===== src/apbPeriph_cfg.svh =====
`ifndef APBPERIPH_CFG_SVH
`define APBPERIPH_CFG_SVH

// APB bus widths
`define APB_ADDR_W 16
`define APB_DATA_W 32

// Peripheral slots, decoded from address bits 15:12
`define SLOT_LED    1
`define SLOT_BUTTON 2

// LED output width
`define LED_W 4

// Clocks the synchronized key must hold before the level is accepted
`define DEBOUNCE_CYCLES 16

`endif


===== src/apbPeriphPkg.sv =====
`default_nettype none

`include "apbPeriph_cfg.svh"

package apbPeriphPkg;

    // Bus words
    typedef logic [`APB_ADDR_W-1:0] apbAddrT;
    typedef logic [`APB_DATA_W-1:0] apbDataT;

    // Slot number from paddr[15:12]
    typedef logic [3:0] slotT;

    // Word offset inside a slot, paddr[11:2]
    typedef logic [9:0] regOffT;

    typedef logic [`LED_W-1:0] ledT;

    // Button register map
    typedef enum logic [9:0] {
        STATUS  = 10'd0,
        CTRL    = 10'd1,
        PENDING = 10'd2
    } buttonRegE;

endpackage

`default_nettype wire


===== src/apbSlotDecoder.sv =====
`timescale 1ns/100ps
`default_nettype none

`include "apbPeriph_cfg.svh"

module apbSlotDecoder
    import apbPeriphPkg::*;
(
    input  wire apbAddrT paddr,
    input  wire          psel,

    // Responses from the peripherals
    input  wire apbDataT ledRdata,
    input  wire          ledSlvErr,
    input  wire apbDataT buttonRdata,
    input  wire          buttonSlvErr,

    output logic         selLed,
    output logic         selButton,
    output apbDataT      prdata,
    output logic         pready,
    output logic         pslverr
);

    slotT slot;

    // Top nibble of the address picks the peripheral
    assign slot = paddr[`APB_ADDR_W-1 -: 4];

    assign selLed    = psel && (slot == slotT'(`SLOT_LED));
    assign selButton = psel && (slot == slotT'(`SLOT_BUTTON));

    // No wait states in this subsystem
    assign pready = 1'b1;

    //----------------------------------------------------------------------
    // Response merge
    //----------------------------------------------------------------------
    always_comb begin
        prdata  = '0;
        pslverr = 1'b0;
        if (psel) begin
            case (slot)
                slotT'(`SLOT_LED): begin
                    prdata  = ledRdata;
                    pslverr = ledSlvErr;
                end
                slotT'(`SLOT_BUTTON): begin
                    prdata  = buttonRdata;
                    pslverr = buttonSlvErr;
                end
                // Unmapped slot, zero data with an error
                default: begin
                    pslverr = 1'b1;
                end
            endcase
        end
    end

endmodule

`default_nettype wire


===== src/ledRegs.sv =====
`timescale 1ns/100ps
`default_nettype none

`include "apbPeriph_cfg.svh"

module ledRegs
    import apbPeriphPkg::*;
(
    input  wire          clk,
    input  wire          RSTn,

    // APB side, already decoded to this slot
    input  wire          sel,
    input  wire          penable,
    input  wire          pwrite,
    input  wire regOffT  regOff,
    input  wire apbDataT pwdata,
    output apbDataT      rdata,
    output logic         slvErr,

    output ledT          ledNumOut
);

    ledT  ledReg;
    logic offHit;
    logic wrEn;

    // Single register at word 0
    assign offHit = (regOff == '0);
    assign wrEn   = sel && penable && pwrite && offHit;

    //----------------------------------------------------------------------
    // LED pattern register
    //----------------------------------------------------------------------
    always_ff @(posedge clk or negedge RSTn) begin
        if (!RSTn) begin
            ledReg <= '0;
        end else if (wrEn) begin
            ledReg <= pwdata[`LED_W-1:0];
        end
    end

    assign ledNumOut = ledReg;

    // Read back zero-extended
    assign rdata = (sel && offHit) ? {{(`APB_DATA_W-`LED_W){1'b0}}, ledReg} : '0;

    // Anything past word 0 is an error
    assign slvErr = sel && penable && !offHit;

endmodule

`default_nettype wire


===== src/keyDebounce.sv =====
`timescale 1ns/100ps
`default_nettype none

`include "apbPeriph_cfg.svh"

module keyDebounce (
    input  wire  clk,
    input  wire  RSTn,
    input  wire  key,

    output logic keyLevel,
    output logic keyRise,
    output logic keyFall
);

    localparam int CNT_W = $clog2(`DEBOUNCE_CYCLES + 1);

    logic             keyMeta;
    logic             keySync;
    logic [CNT_W-1:0] stableCnt;
    logic             differs;
    logic             cntDone;

    //----------------------------------------------------------------------
    // Two-flop synchronizer
    //----------------------------------------------------------------------
    always_ff @(posedge clk or negedge RSTn) begin
        if (!RSTn) begin
            keyMeta <= 1'b0;
            keySync <= 1'b0;
        end else begin
            keyMeta <= key;
            keySync <= keyMeta;
        end
    end

    assign differs = (keySync != keyLevel);
    assign cntDone = (stableCnt == CNT_W'(`DEBOUNCE_CYCLES - 1));

    //----------------------------------------------------------------------
    // Stability counter and accepted level
    //----------------------------------------------------------------------
    always_ff @(posedge clk or negedge RSTn) begin
        if (!RSTn) begin
            stableCnt <= '0;
            keyLevel  <= 1'b0;
            keyRise   <= 1'b0;
            keyFall   <= 1'b0;
        end else begin
            keyRise <= 1'b0;
            keyFall <= 1'b0;
            if (!differs) begin
                // Glitch ended, start over
                stableCnt <= '0;
            end else if (cntDone) begin
                stableCnt <= '0;
                keyLevel  <= keySync;
                keyRise   <= keySync;
                keyFall   <= !keySync;
            end else begin
                stableCnt <= stableCnt + 1'b1;
            end
        end
    end

endmodule

`default_nettype wire


===== src/buttonRegs.sv =====
`timescale 1ns/100ps
`default_nettype none

module buttonRegs
    import apbPeriphPkg::*;
(
    input  wire          clk,
    input  wire          RSTn,

    // APB side, already decoded to this slot
    input  wire          sel,
    input  wire          penable,
    input  wire          pwrite,
    input  wire regOffT  regOff,
    input  wire apbDataT pwdata,
    output apbDataT      rdata,
    output logic         slvErr,

    // From the debounce logic
    input  wire          keyLevel,
    input  wire          keyRise,
    input  wire          keyFall,

    output logic         keyIrq
);

    buttonRegE regSel;
    logic      access;
    logic      wrAccess;
    logic      irqEn;
    logic      fallSel;
    logic      pending;
    logic      edgeHit;
    logic      pendClr;

    assign regSel   = buttonRegE'(regOff);
    assign access   = sel && penable;
    assign wrAccess = access && pwrite;

    //----------------------------------------------------------------------
    // CTRL, bit 0 irq enable, bit 1 falling edge select
    //----------------------------------------------------------------------
    always_ff @(posedge clk or negedge RSTn) begin
        if (!RSTn) begin
            irqEn   <= 1'b0;
            fallSel <= 1'b0;
        end else if (wrAccess && (regSel == CTRL)) begin
            irqEn   <= pwdata[0];
            fallSel <= pwdata[1];
        end
    end

    //----------------------------------------------------------------------
    // PENDING, write one to clear
    //----------------------------------------------------------------------
    assign edgeHit = fallSel ? keyFall : keyRise;
    assign pendClr = wrAccess && (regSel == PENDING) && pwdata[0];

    always_ff @(posedge clk or negedge RSTn) begin
        if (!RSTn) begin
            pending <= 1'b0;
        end else if (edgeHit) begin
            // A new edge beats a clear in the same cycle
            pending <= 1'b1;
        end else if (pendClr) begin
            pending <= 1'b0;
        end
    end

    assign keyIrq = pending && irqEn;

    //----------------------------------------------------------------------
    // Read mux and error
    //----------------------------------------------------------------------
    always_comb begin
        rdata  = '0;
        slvErr = 1'b0;
        if (sel) begin
            case (regSel)
                STATUS: begin
                    rdata[0] = keyLevel;
                end
                CTRL: begin
                    rdata[0] = irqEn;
                    rdata[1] = fallSel;
                end
                PENDING: begin
                    rdata[0] = pending;
                end
                default: begin
                    slvErr = access;
                end
            endcase
        end
    end

endmodule

`default_nettype wire


===== src/apbPeriphTop.sv =====
`timescale 1ns/100ps
`default_nettype none

module apbPeriphTop
    import apbPeriphPkg::*;
(
    input  wire          clk,
    input  wire          RSTn,

    // APB completer port
    input  wire apbAddrT paddr,
    input  wire          psel,
    input  wire          penable,
    input  wire          pwrite,
    input  wire apbDataT pwdata,
    output wire apbDataT prdata,
    output wire          pready,
    output wire          pslverr,

    // Board side
    output wire ledT     ledNumOut,
    input  wire          key,
    output wire          keyIrq
);

    wire          selLed;
    wire          selButton;
    wire apbDataT ledRdata;
    wire          ledSlvErr;
    wire apbDataT buttonRdata;
    wire          buttonSlvErr;

    wire          keyLevel;
    wire          keyRise;
    wire          keyFall;

    //----------------------------------------------------------------------
    // Slot decode
    //----------------------------------------------------------------------
    apbSlotDecoder u_apbSlotDecoder (
        .paddr        (paddr),
        .psel         (psel),
        .ledRdata     (ledRdata),
        .ledSlvErr    (ledSlvErr),
        .buttonRdata  (buttonRdata),
        .buttonSlvErr (buttonSlvErr),
        .selLed       (selLed),
        .selButton    (selButton),
        .prdata       (prdata),
        .pready       (pready),
        .pslverr      (pslverr)
    );

    //----------------------------------------------------------------------
    // Slot 1, LED
    //----------------------------------------------------------------------
    ledRegs u_ledRegs (
        .clk       (clk),
        .RSTn      (RSTn),
        .sel       (selLed),
        .penable   (penable),
        .pwrite    (pwrite),
        .regOff    (paddr[11:2]),
        .pwdata    (pwdata),
        .rdata     (ledRdata),
        .slvErr    (ledSlvErr),
        .ledNumOut (ledNumOut)
    );

    //----------------------------------------------------------------------
    // Slot 2, button
    //----------------------------------------------------------------------
    keyDebounce u_keyDebounce (
        .clk      (clk),
        .RSTn     (RSTn),
        .key      (key),
        .keyLevel (keyLevel),
        .keyRise  (keyRise),
        .keyFall  (keyFall)
    );

    buttonRegs u_buttonRegs (
        .clk      (clk),
        .RSTn     (RSTn),
        .sel      (selButton),
        .penable  (penable),
        .pwrite   (pwrite),
        .regOff   (paddr[11:2]),
        .pwdata   (pwdata),
        .keyLevel (keyLevel),
        .keyRise  (keyRise),
        .keyFall  (keyFall),
        .rdata    (buttonRdata),
        .slvErr   (buttonSlvErr),
        .keyIrq   (keyIrq)
    );

endmodule

`default_nettype wire


===== config.mk =====
export PLATFORM = sky130hd
export DESIGN_NAME = apbPeriphTop
export DESIGN_NICKNAME = d
export VERILOG_FILES = /design/src/apbPeriphPkg.sv /design/src/apbSlotDecoder.sv /design/src/ledRegs.sv /design/src/keyDebounce.sv /design/src/buttonRegs.sv /design/src/apbPeriphTop.sv
export VERILOG_INCLUDE_DIRS = /design/src
export SDC_FILE = /design/constraint.sdc
export NUM_CORES = 1
export LEC_CHECK = 0
export BUFFER_PORTS_ARGS = -buffer_cell sky130_fd_sc_hd__buf_2
export CAP_MARGIN = 15
export CORE_MARGIN = 1
export CORE_UTILIZATION = 38
export CTS_CLUSTER_DIAMETER = 120
export DETAILED_ROUTE_END_ITERATION = 12
export PLACE_DENSITY_LB_ADDON = 0.15
export RECOVER_POWER = 50
export SLEW_MARGIN = 20
export SYNTH_ARGS = -nofsm -noshare
export SYNTH_HDL_FRONTEND = slang
export SYNTH_SLANG_ARGS = --single-unit
export TNS_END_PERCENT = 20

===== constraint.sdc =====
create_clock -name clk -period 1.8 [get_ports clk]
set_clock_uncertainty 0.2 [all_clocks]
set_input_delay 0.18 -clock clk [delete_from_list [all_inputs] [get_ports clk]]
set_output_delay 0.18 -clock clk [all_outputs]
set_load 0.01 [all_outputs]

==> reports/metrics.yaml, run 1 <==
synth_area_leaders: "dfrtp_1 38%, buf_4 19%, mux2_2 6.0%"
hold_viol: 0
rrSetupSlack_ns: 0.22
cts_tree: "built"
fin_ws_ns: 0.0713
drc: 0
total_leakage_power_nw: 0.718
utilization_pct: 49.1
diodes: 0
die_h_microns: 56.4
fmax_mhz: 578
period_needed_ns: 1.73
yosysSeqAreaShare_pct: 37.8
tightest_slew_ns: 0.901
die-area_sq_um: 3180
r2r_start: "u_keyDebounce.stableCnt[0]"
numCtsBuffers: 3
area_delta_synth_final_pct: 21.3
cp-end-kind: "output port"
clock_sinks: 17
grt_pass1_vias: 815
avgSynthCellArea_sq_um: 10.3
start_kind: "flip-flop"
drt_iter0_drc: 8
routed_wl_mm: 1.95
grt_max_degree: 18
whs_endpoint: "u_buttonRegs.pending"
dp_slack_ns: -0.0160
wl_per_cell_microns: 10.5
maxSlewHeadroom_pct: 39.9
clock_path_buffers: 2
clock_latency_ns: 0.28
grt_pass1_wl_mm: 3.33
io_pins: 93
gr-total-overflow: 0
holdPathStages: 3
rsz0062_at_grt: "true"
drt-pass1-iter-count: 4
drive_above_1_share_pct: 37.7
initial_core_util_pct: 40.5
syn_inst: 109
gp_congestion: 0.762
worstRegToRegCells: 4
arrival_ns: 1.35
nNetsFinal: 210
powerDensity_nw_per_um2: 521
ant_nets: 0
yosysUniqueCellTypes: 33
place_hpwl_mm: 1.46
holdCritStartpoint: "paddr[2]"
worstHoldPathType: "input port to flip-flop"
path_class: "flip-flop to output port"
ir_drop_mv: 0.458
maxCapViolations: 0
synth_top_cell_area_share_pct: 37.8
timing.rr.end: "u_keyDebounce.keyLevel"
synth_seq_cells: 17
antenna_found_initial: 0
path_clk_slew_ns: 0.09
row_count: 19
portBuffers: 33
vias_per_cell: 4.50
core_sq_um: 2780
tns_ns: 0
status: "complete, no violations"
cp.required_ns: 1.42
yosys.area.top_type: "dfrtp_1"
final_max_slew_viol_count: 0
die_x_microns: 56.4
ys_warn_count: 0
num_vias: 833
setup_viol: 0
ctsRootBufferMaster: "clkbuf_4"
critPathMaxFanout: 4
syn-cell-area_sq_um: 1130
htree_levels: 1
grt_usage_pct: 13.3
fin_crit_sh_pct: 96.0
==> worst max-delay path by stage <==
stage                           startpoint                endpoint  slack (ns)  cells past startpoint
floorplan                         paddr[3]                 pslverr        0.20                      4
global placement                  paddr[9]  u_ledRegs.ledNumOut[1]       -0.03                      5
detailed placement                paddr[5]  u_ledRegs.ledNumOut[2]       -0.02                      5
CTS                 u_keyDebounce.keyLevel               prdata[0]        0.02                      4
global route        u_keyDebounce.keyLevel               prdata[0]       -0.02                      4
finish              u_keyDebounce.keyLevel               prdata[0]        0.07                      4
==> layout by cell type, fill, tap and decap left out, types with 3 or more instances in the layout <==
cell            n
nor4_4          4
nand2_1         6
and2_1          4
dlygate4sd3_1   6
buf_4           5
inv_1           3
xor2_1          3
nor2_1          5
clkbuf_1        4
buf_2          30
clkbuf_4        3
dfrtp_1        17
mux2_2          6
conb_1         29
==> cells in the mapped netlist <==
cell and n:
nand2_1 8, buf_4 29, a211oi_1 1, nor2b_1 3, nor3_1 1, nor3b_1 1
nor2_1 5, and3_1 2, mux2_2 6, nand3_1 2, mux2_1 1, nand4_1 1
conb_1 2, mux2i_1 1, clkbuf_1 1, nor4_4 3, or2_2 1, a2bb2oi_1 1
and2_1 4, nor4_2 1, nor3b_2 1, nor3_4 1, xor2_1 3, maj3_1 1
a22o_1 1, nand4_2 1, a21oi_1 1, inv_1 4, o2bb2ai_1 1, dfrtp_1 17
o41ai_1 2, ha_1 1, o21ai_0 1
==> cells by family after synthesis <==
kind of cell	after synthesis	share of synthesized area [%]
buf+inv	34	21.0
mux	8	7.89
flops	17	37.8
compound gates	8	5.44
xor+xnor	3	2.33
other cells	2	0.667
fa+ha+maj	2	2.00
simple gates	35	22.9
==> per-layer routing <==
layer | global-route usage, % | share of wire, % | vias up
met5 | 0 | 0 | -
met4 | 5.23 | 1.4 | 0
met3 | 2.30 | 5.5 | 4
met2 | 25.4 | 53 | 33
met1 | 14.3 | 40 | 392
li1 | - | - | 404
==> what timing repair did <==
action,in CTS,in global routing
hold buffers,6,0
buffers inserted,0,3
cloned,0,0
gates resized for setup,5,3
hold endpoints to repair,25,0
setup endpoints to repair,3,5
pin swaps,1,3
==> cell type report <==
class                      instances  area [sq um]
sequential                        17           425
inverter                           4          15.0
clock buffer                       4          26.3
tap                               31          38.8
multi-input combinational         85           602
timing repair buffer              44           259
fill                             269          1420
==> registers in the layout, summed over array words and instances (netlist names) <==
register / flops
u_keyDebounce.keyMeta: 1
u_keyDebounce.keyLevel: 1
u_buttonRegs.pending: 1
u_keyDebounce.keyRise: 1
u_keyDebounce.keySync: 1
u_keyDebounce.keyFall: 1
u_buttonRegs.irqEn: 1
u_buttonRegs.fallSel: 1
u_ledRegs.ledNumOut: 4
u_keyDebounce.stableCnt: 5
==> stage by stage <==
step                instances  cell area (sq um)  power (mW)  hold slack [ns]
global route              185               1370       0.759           0.0740
global placement          172               1220       0.505          -0.0878
detailed placement        172               1220       0.508          -0.0779
floorplan                 136               1230       0.507           -0.316
CTS                       182               1340       0.724           0.0450
finish                    185               1370       0.712           0.0661
==> where the power goes <==
| group | internal [mW] | switching, mW |
|---|---|---|
| Combinational | 0.0469 | 0.0773 |
| Clock | 0.0859 | 0.107 |
| Sequential | 0.389 | 0.00556 |
| Total | 0.522 | 0.189 |
==> worst max-delay path: stages, from the launching register on <==
cell and delay, ns:
dfrtp_1 0.40, inv_2 0.06, o41ai_2 0.33, a22o_1 0.16, buf_2 0.12
Note: power is estimated with default switching activity, not from simulation.
==> inputs of run 2 (changes only) <==
Settings changed: CORE_ASPECT_RATIO set to 0.7, PLACE_DENSITY set to 0.78, PLACE_DENSITY_LB_ADDON 0.15 to unset.
==> run 2 against run 1 <==
Effect of this change:
- die area grew 0.12%
- global-route usage grew 1.2 points
- via count grew 8.3%
- largest power group unchanged
- setup slack lost 0.064 ns
- critical endpoint unchanged
- first-iteration DRC count grew 13%
==> reports/metrics.yaml, run 2 (same netlist as run 1, synthesis figures left out) <==
area_delta_synth_final_pct: 25.2
numCtsBuffers: 3
path_clk_slew_ns: 0.07
die_x_microns: 67.1
stdcell_area_sq_um: 1410
p_sw_share_pct: 27.6
largest_register_ffs: 5
cp.required_ns: 1.42
drt_iter0_drc: 9
finalPower_mw: 0.818
clock_latency_ns: 0.26
wl_per_cell_microns: 13.0
io_pins: 93
row_count: 16
top_register: "u_keyDebounce.stableCnt"
fillerInstances: 247
drt-pass1-iter-count: 4
gr-total-overflow: 0
whs_ns: 0.0211
fmax_mhz: 558
grt_usage_pct: 14.5
maxCapViolations: 0
ctsRootBufferMaster: "clkbuf_8"
clock_power_share_pct: 36.0
antenna_found_initial: 0
path_class: "input port to output port"
worstHoldPathType: "input port to flip-flop"
hold_viol: 0
ant_nets: 0
setup_viol: 0
cellInternalPower_mw: 0.593
cts_tree: "built"
powerDensity_nw_per_um2: 580
critPathMaxFanout: 3
die_h_microns: 47.5
portBuffers: 33
rrSetupSlack_ns: 0.20
core_sq_um: 2800
grt_pass1_wl_mm: 3.35
total_leakage_power_nw: 0.746
tightest_slew_ns: 0.903
clock_sinks: 17
placed_area_sq_um: 1240
diodes: 0
fin_ws_ns: 0.00736
p_switching_mw: 0.225
grt_max_degree: 18
cp-end-kind: "output port"
vias_per_cell: 4.75
seq_area_sq_um: 425
clock_path_buffers: 2
rsz0062_at_grt: "true"
die-area_sq_um: 3190
htree_levels: 1
dp_slack_ns: -0.0897
final_common_cell: "buf_2"
drc: 0
routed_wl_mm: 2.46
period_needed_ns: 1.79
maxSlewHeadroom_pct: 39.8
utilization_pct: 50.3
combPwrFrac_pct: 15.7
arrival_ns: 1.41
grt_pass1_vias: 716
status: "complete, no violations"
initial_core_util_pct: 40.2
mostFrequentLayoutCells: "31 x buf_2, 29 x conb_1, 17 x dfrtp_1"
place_hpwl_mm: 1.69
multi_input_area_sq_um: 607
ir_drop_mv: 0.566
drive_above_1_share_pct: 39.6
num_vias: 902
final_max_slew_viol_count: 0
gp_congestion: 0.851
start_kind: "input port"
pwr-share-seq_pct: 48.3
nNetsFinal: 210
fin_crit_sh_pct: 99.6
==> run 2: power groups by stage <==
stage,Combinational (mW),Clock (mW),Sequential [mW]
6_report,0.128,0.295,0.395
3_3_place_gp,0.103,0,0.402
2_1_floorplan,0.106,0,0.401
4_1_cts,0.120,0.297,0.395
5_1_grt,0.146,0.325,0.396
3_5_place_dp,0.108,0,0.403
==> run 2: what timing repair did <==
| action | 4_1_cts | 5_1_grt |
|---|---|---|
| setup endpoints to repair | 5 | 5 |
| hold buffers | 5 | 0 |
| setup buffers | 0 | 3 |
| pin swaps | 0 | 3 |
| resized for setup | 3 | 6 |
| hold endpoints to repair | 21 | 0 |
==> run 2: worst paths after layout <==
path                                       startpoint                     end  cells past startpoint
hold reg to reg                 u_keyDebounce.keyMeta   u_keyDebounce.keySync                      0
hold / removal                              pwdata[0]  u_ledRegs.ledNumOut[0]                      2
setup / recovery                             paddr[9]               prdata[0]                      7
setup reg to reg           u_keyDebounce.stableCnt[0]  u_keyDebounce.keyLevel                      4
min in group asynchronous                        RSTn   u_keyDebounce.keySync                      2
max in group asynchronous                        RSTn    u_buttonRegs.fallSel                      2
==> run 2: metal layers <==
layer  track usage [%]  vias up  part of all wire (%)
li1                  -      404                     -
met5                 0        -                     0
met1              19.8      439                    41
met2              23.0       48                    51
met3              3.57       11                   4.7
met4              4.68        0                   3.2
==> run 2: final cells by class <==
class                      count  area share [%]
clock inverter                 1           0.532
sequential                    17            30.2
tap                           36            3.19
timing repair buffer          44            19.1
multi-input combinational     85            43.0
inverter                       4            1.06
clock buffer                   3            2.93
==> run 2: through the flow <==
step	setup TNS, ns	instances
floorplan	0	136
detailed placement	-0.557	178
global route	-0.173	190
CTS	-0.0388	187
global placement	-0.172	178
finish	0	190
==> run 2: worst max-delay path, cell delays in order <==
cell,delay (ns)
buf_2,0.11
nor4_4,0.32
nand2_2,0.13
buf_6,0.15
o41ai_4,0.23
a22o_1,0.16
buf_2,0.13
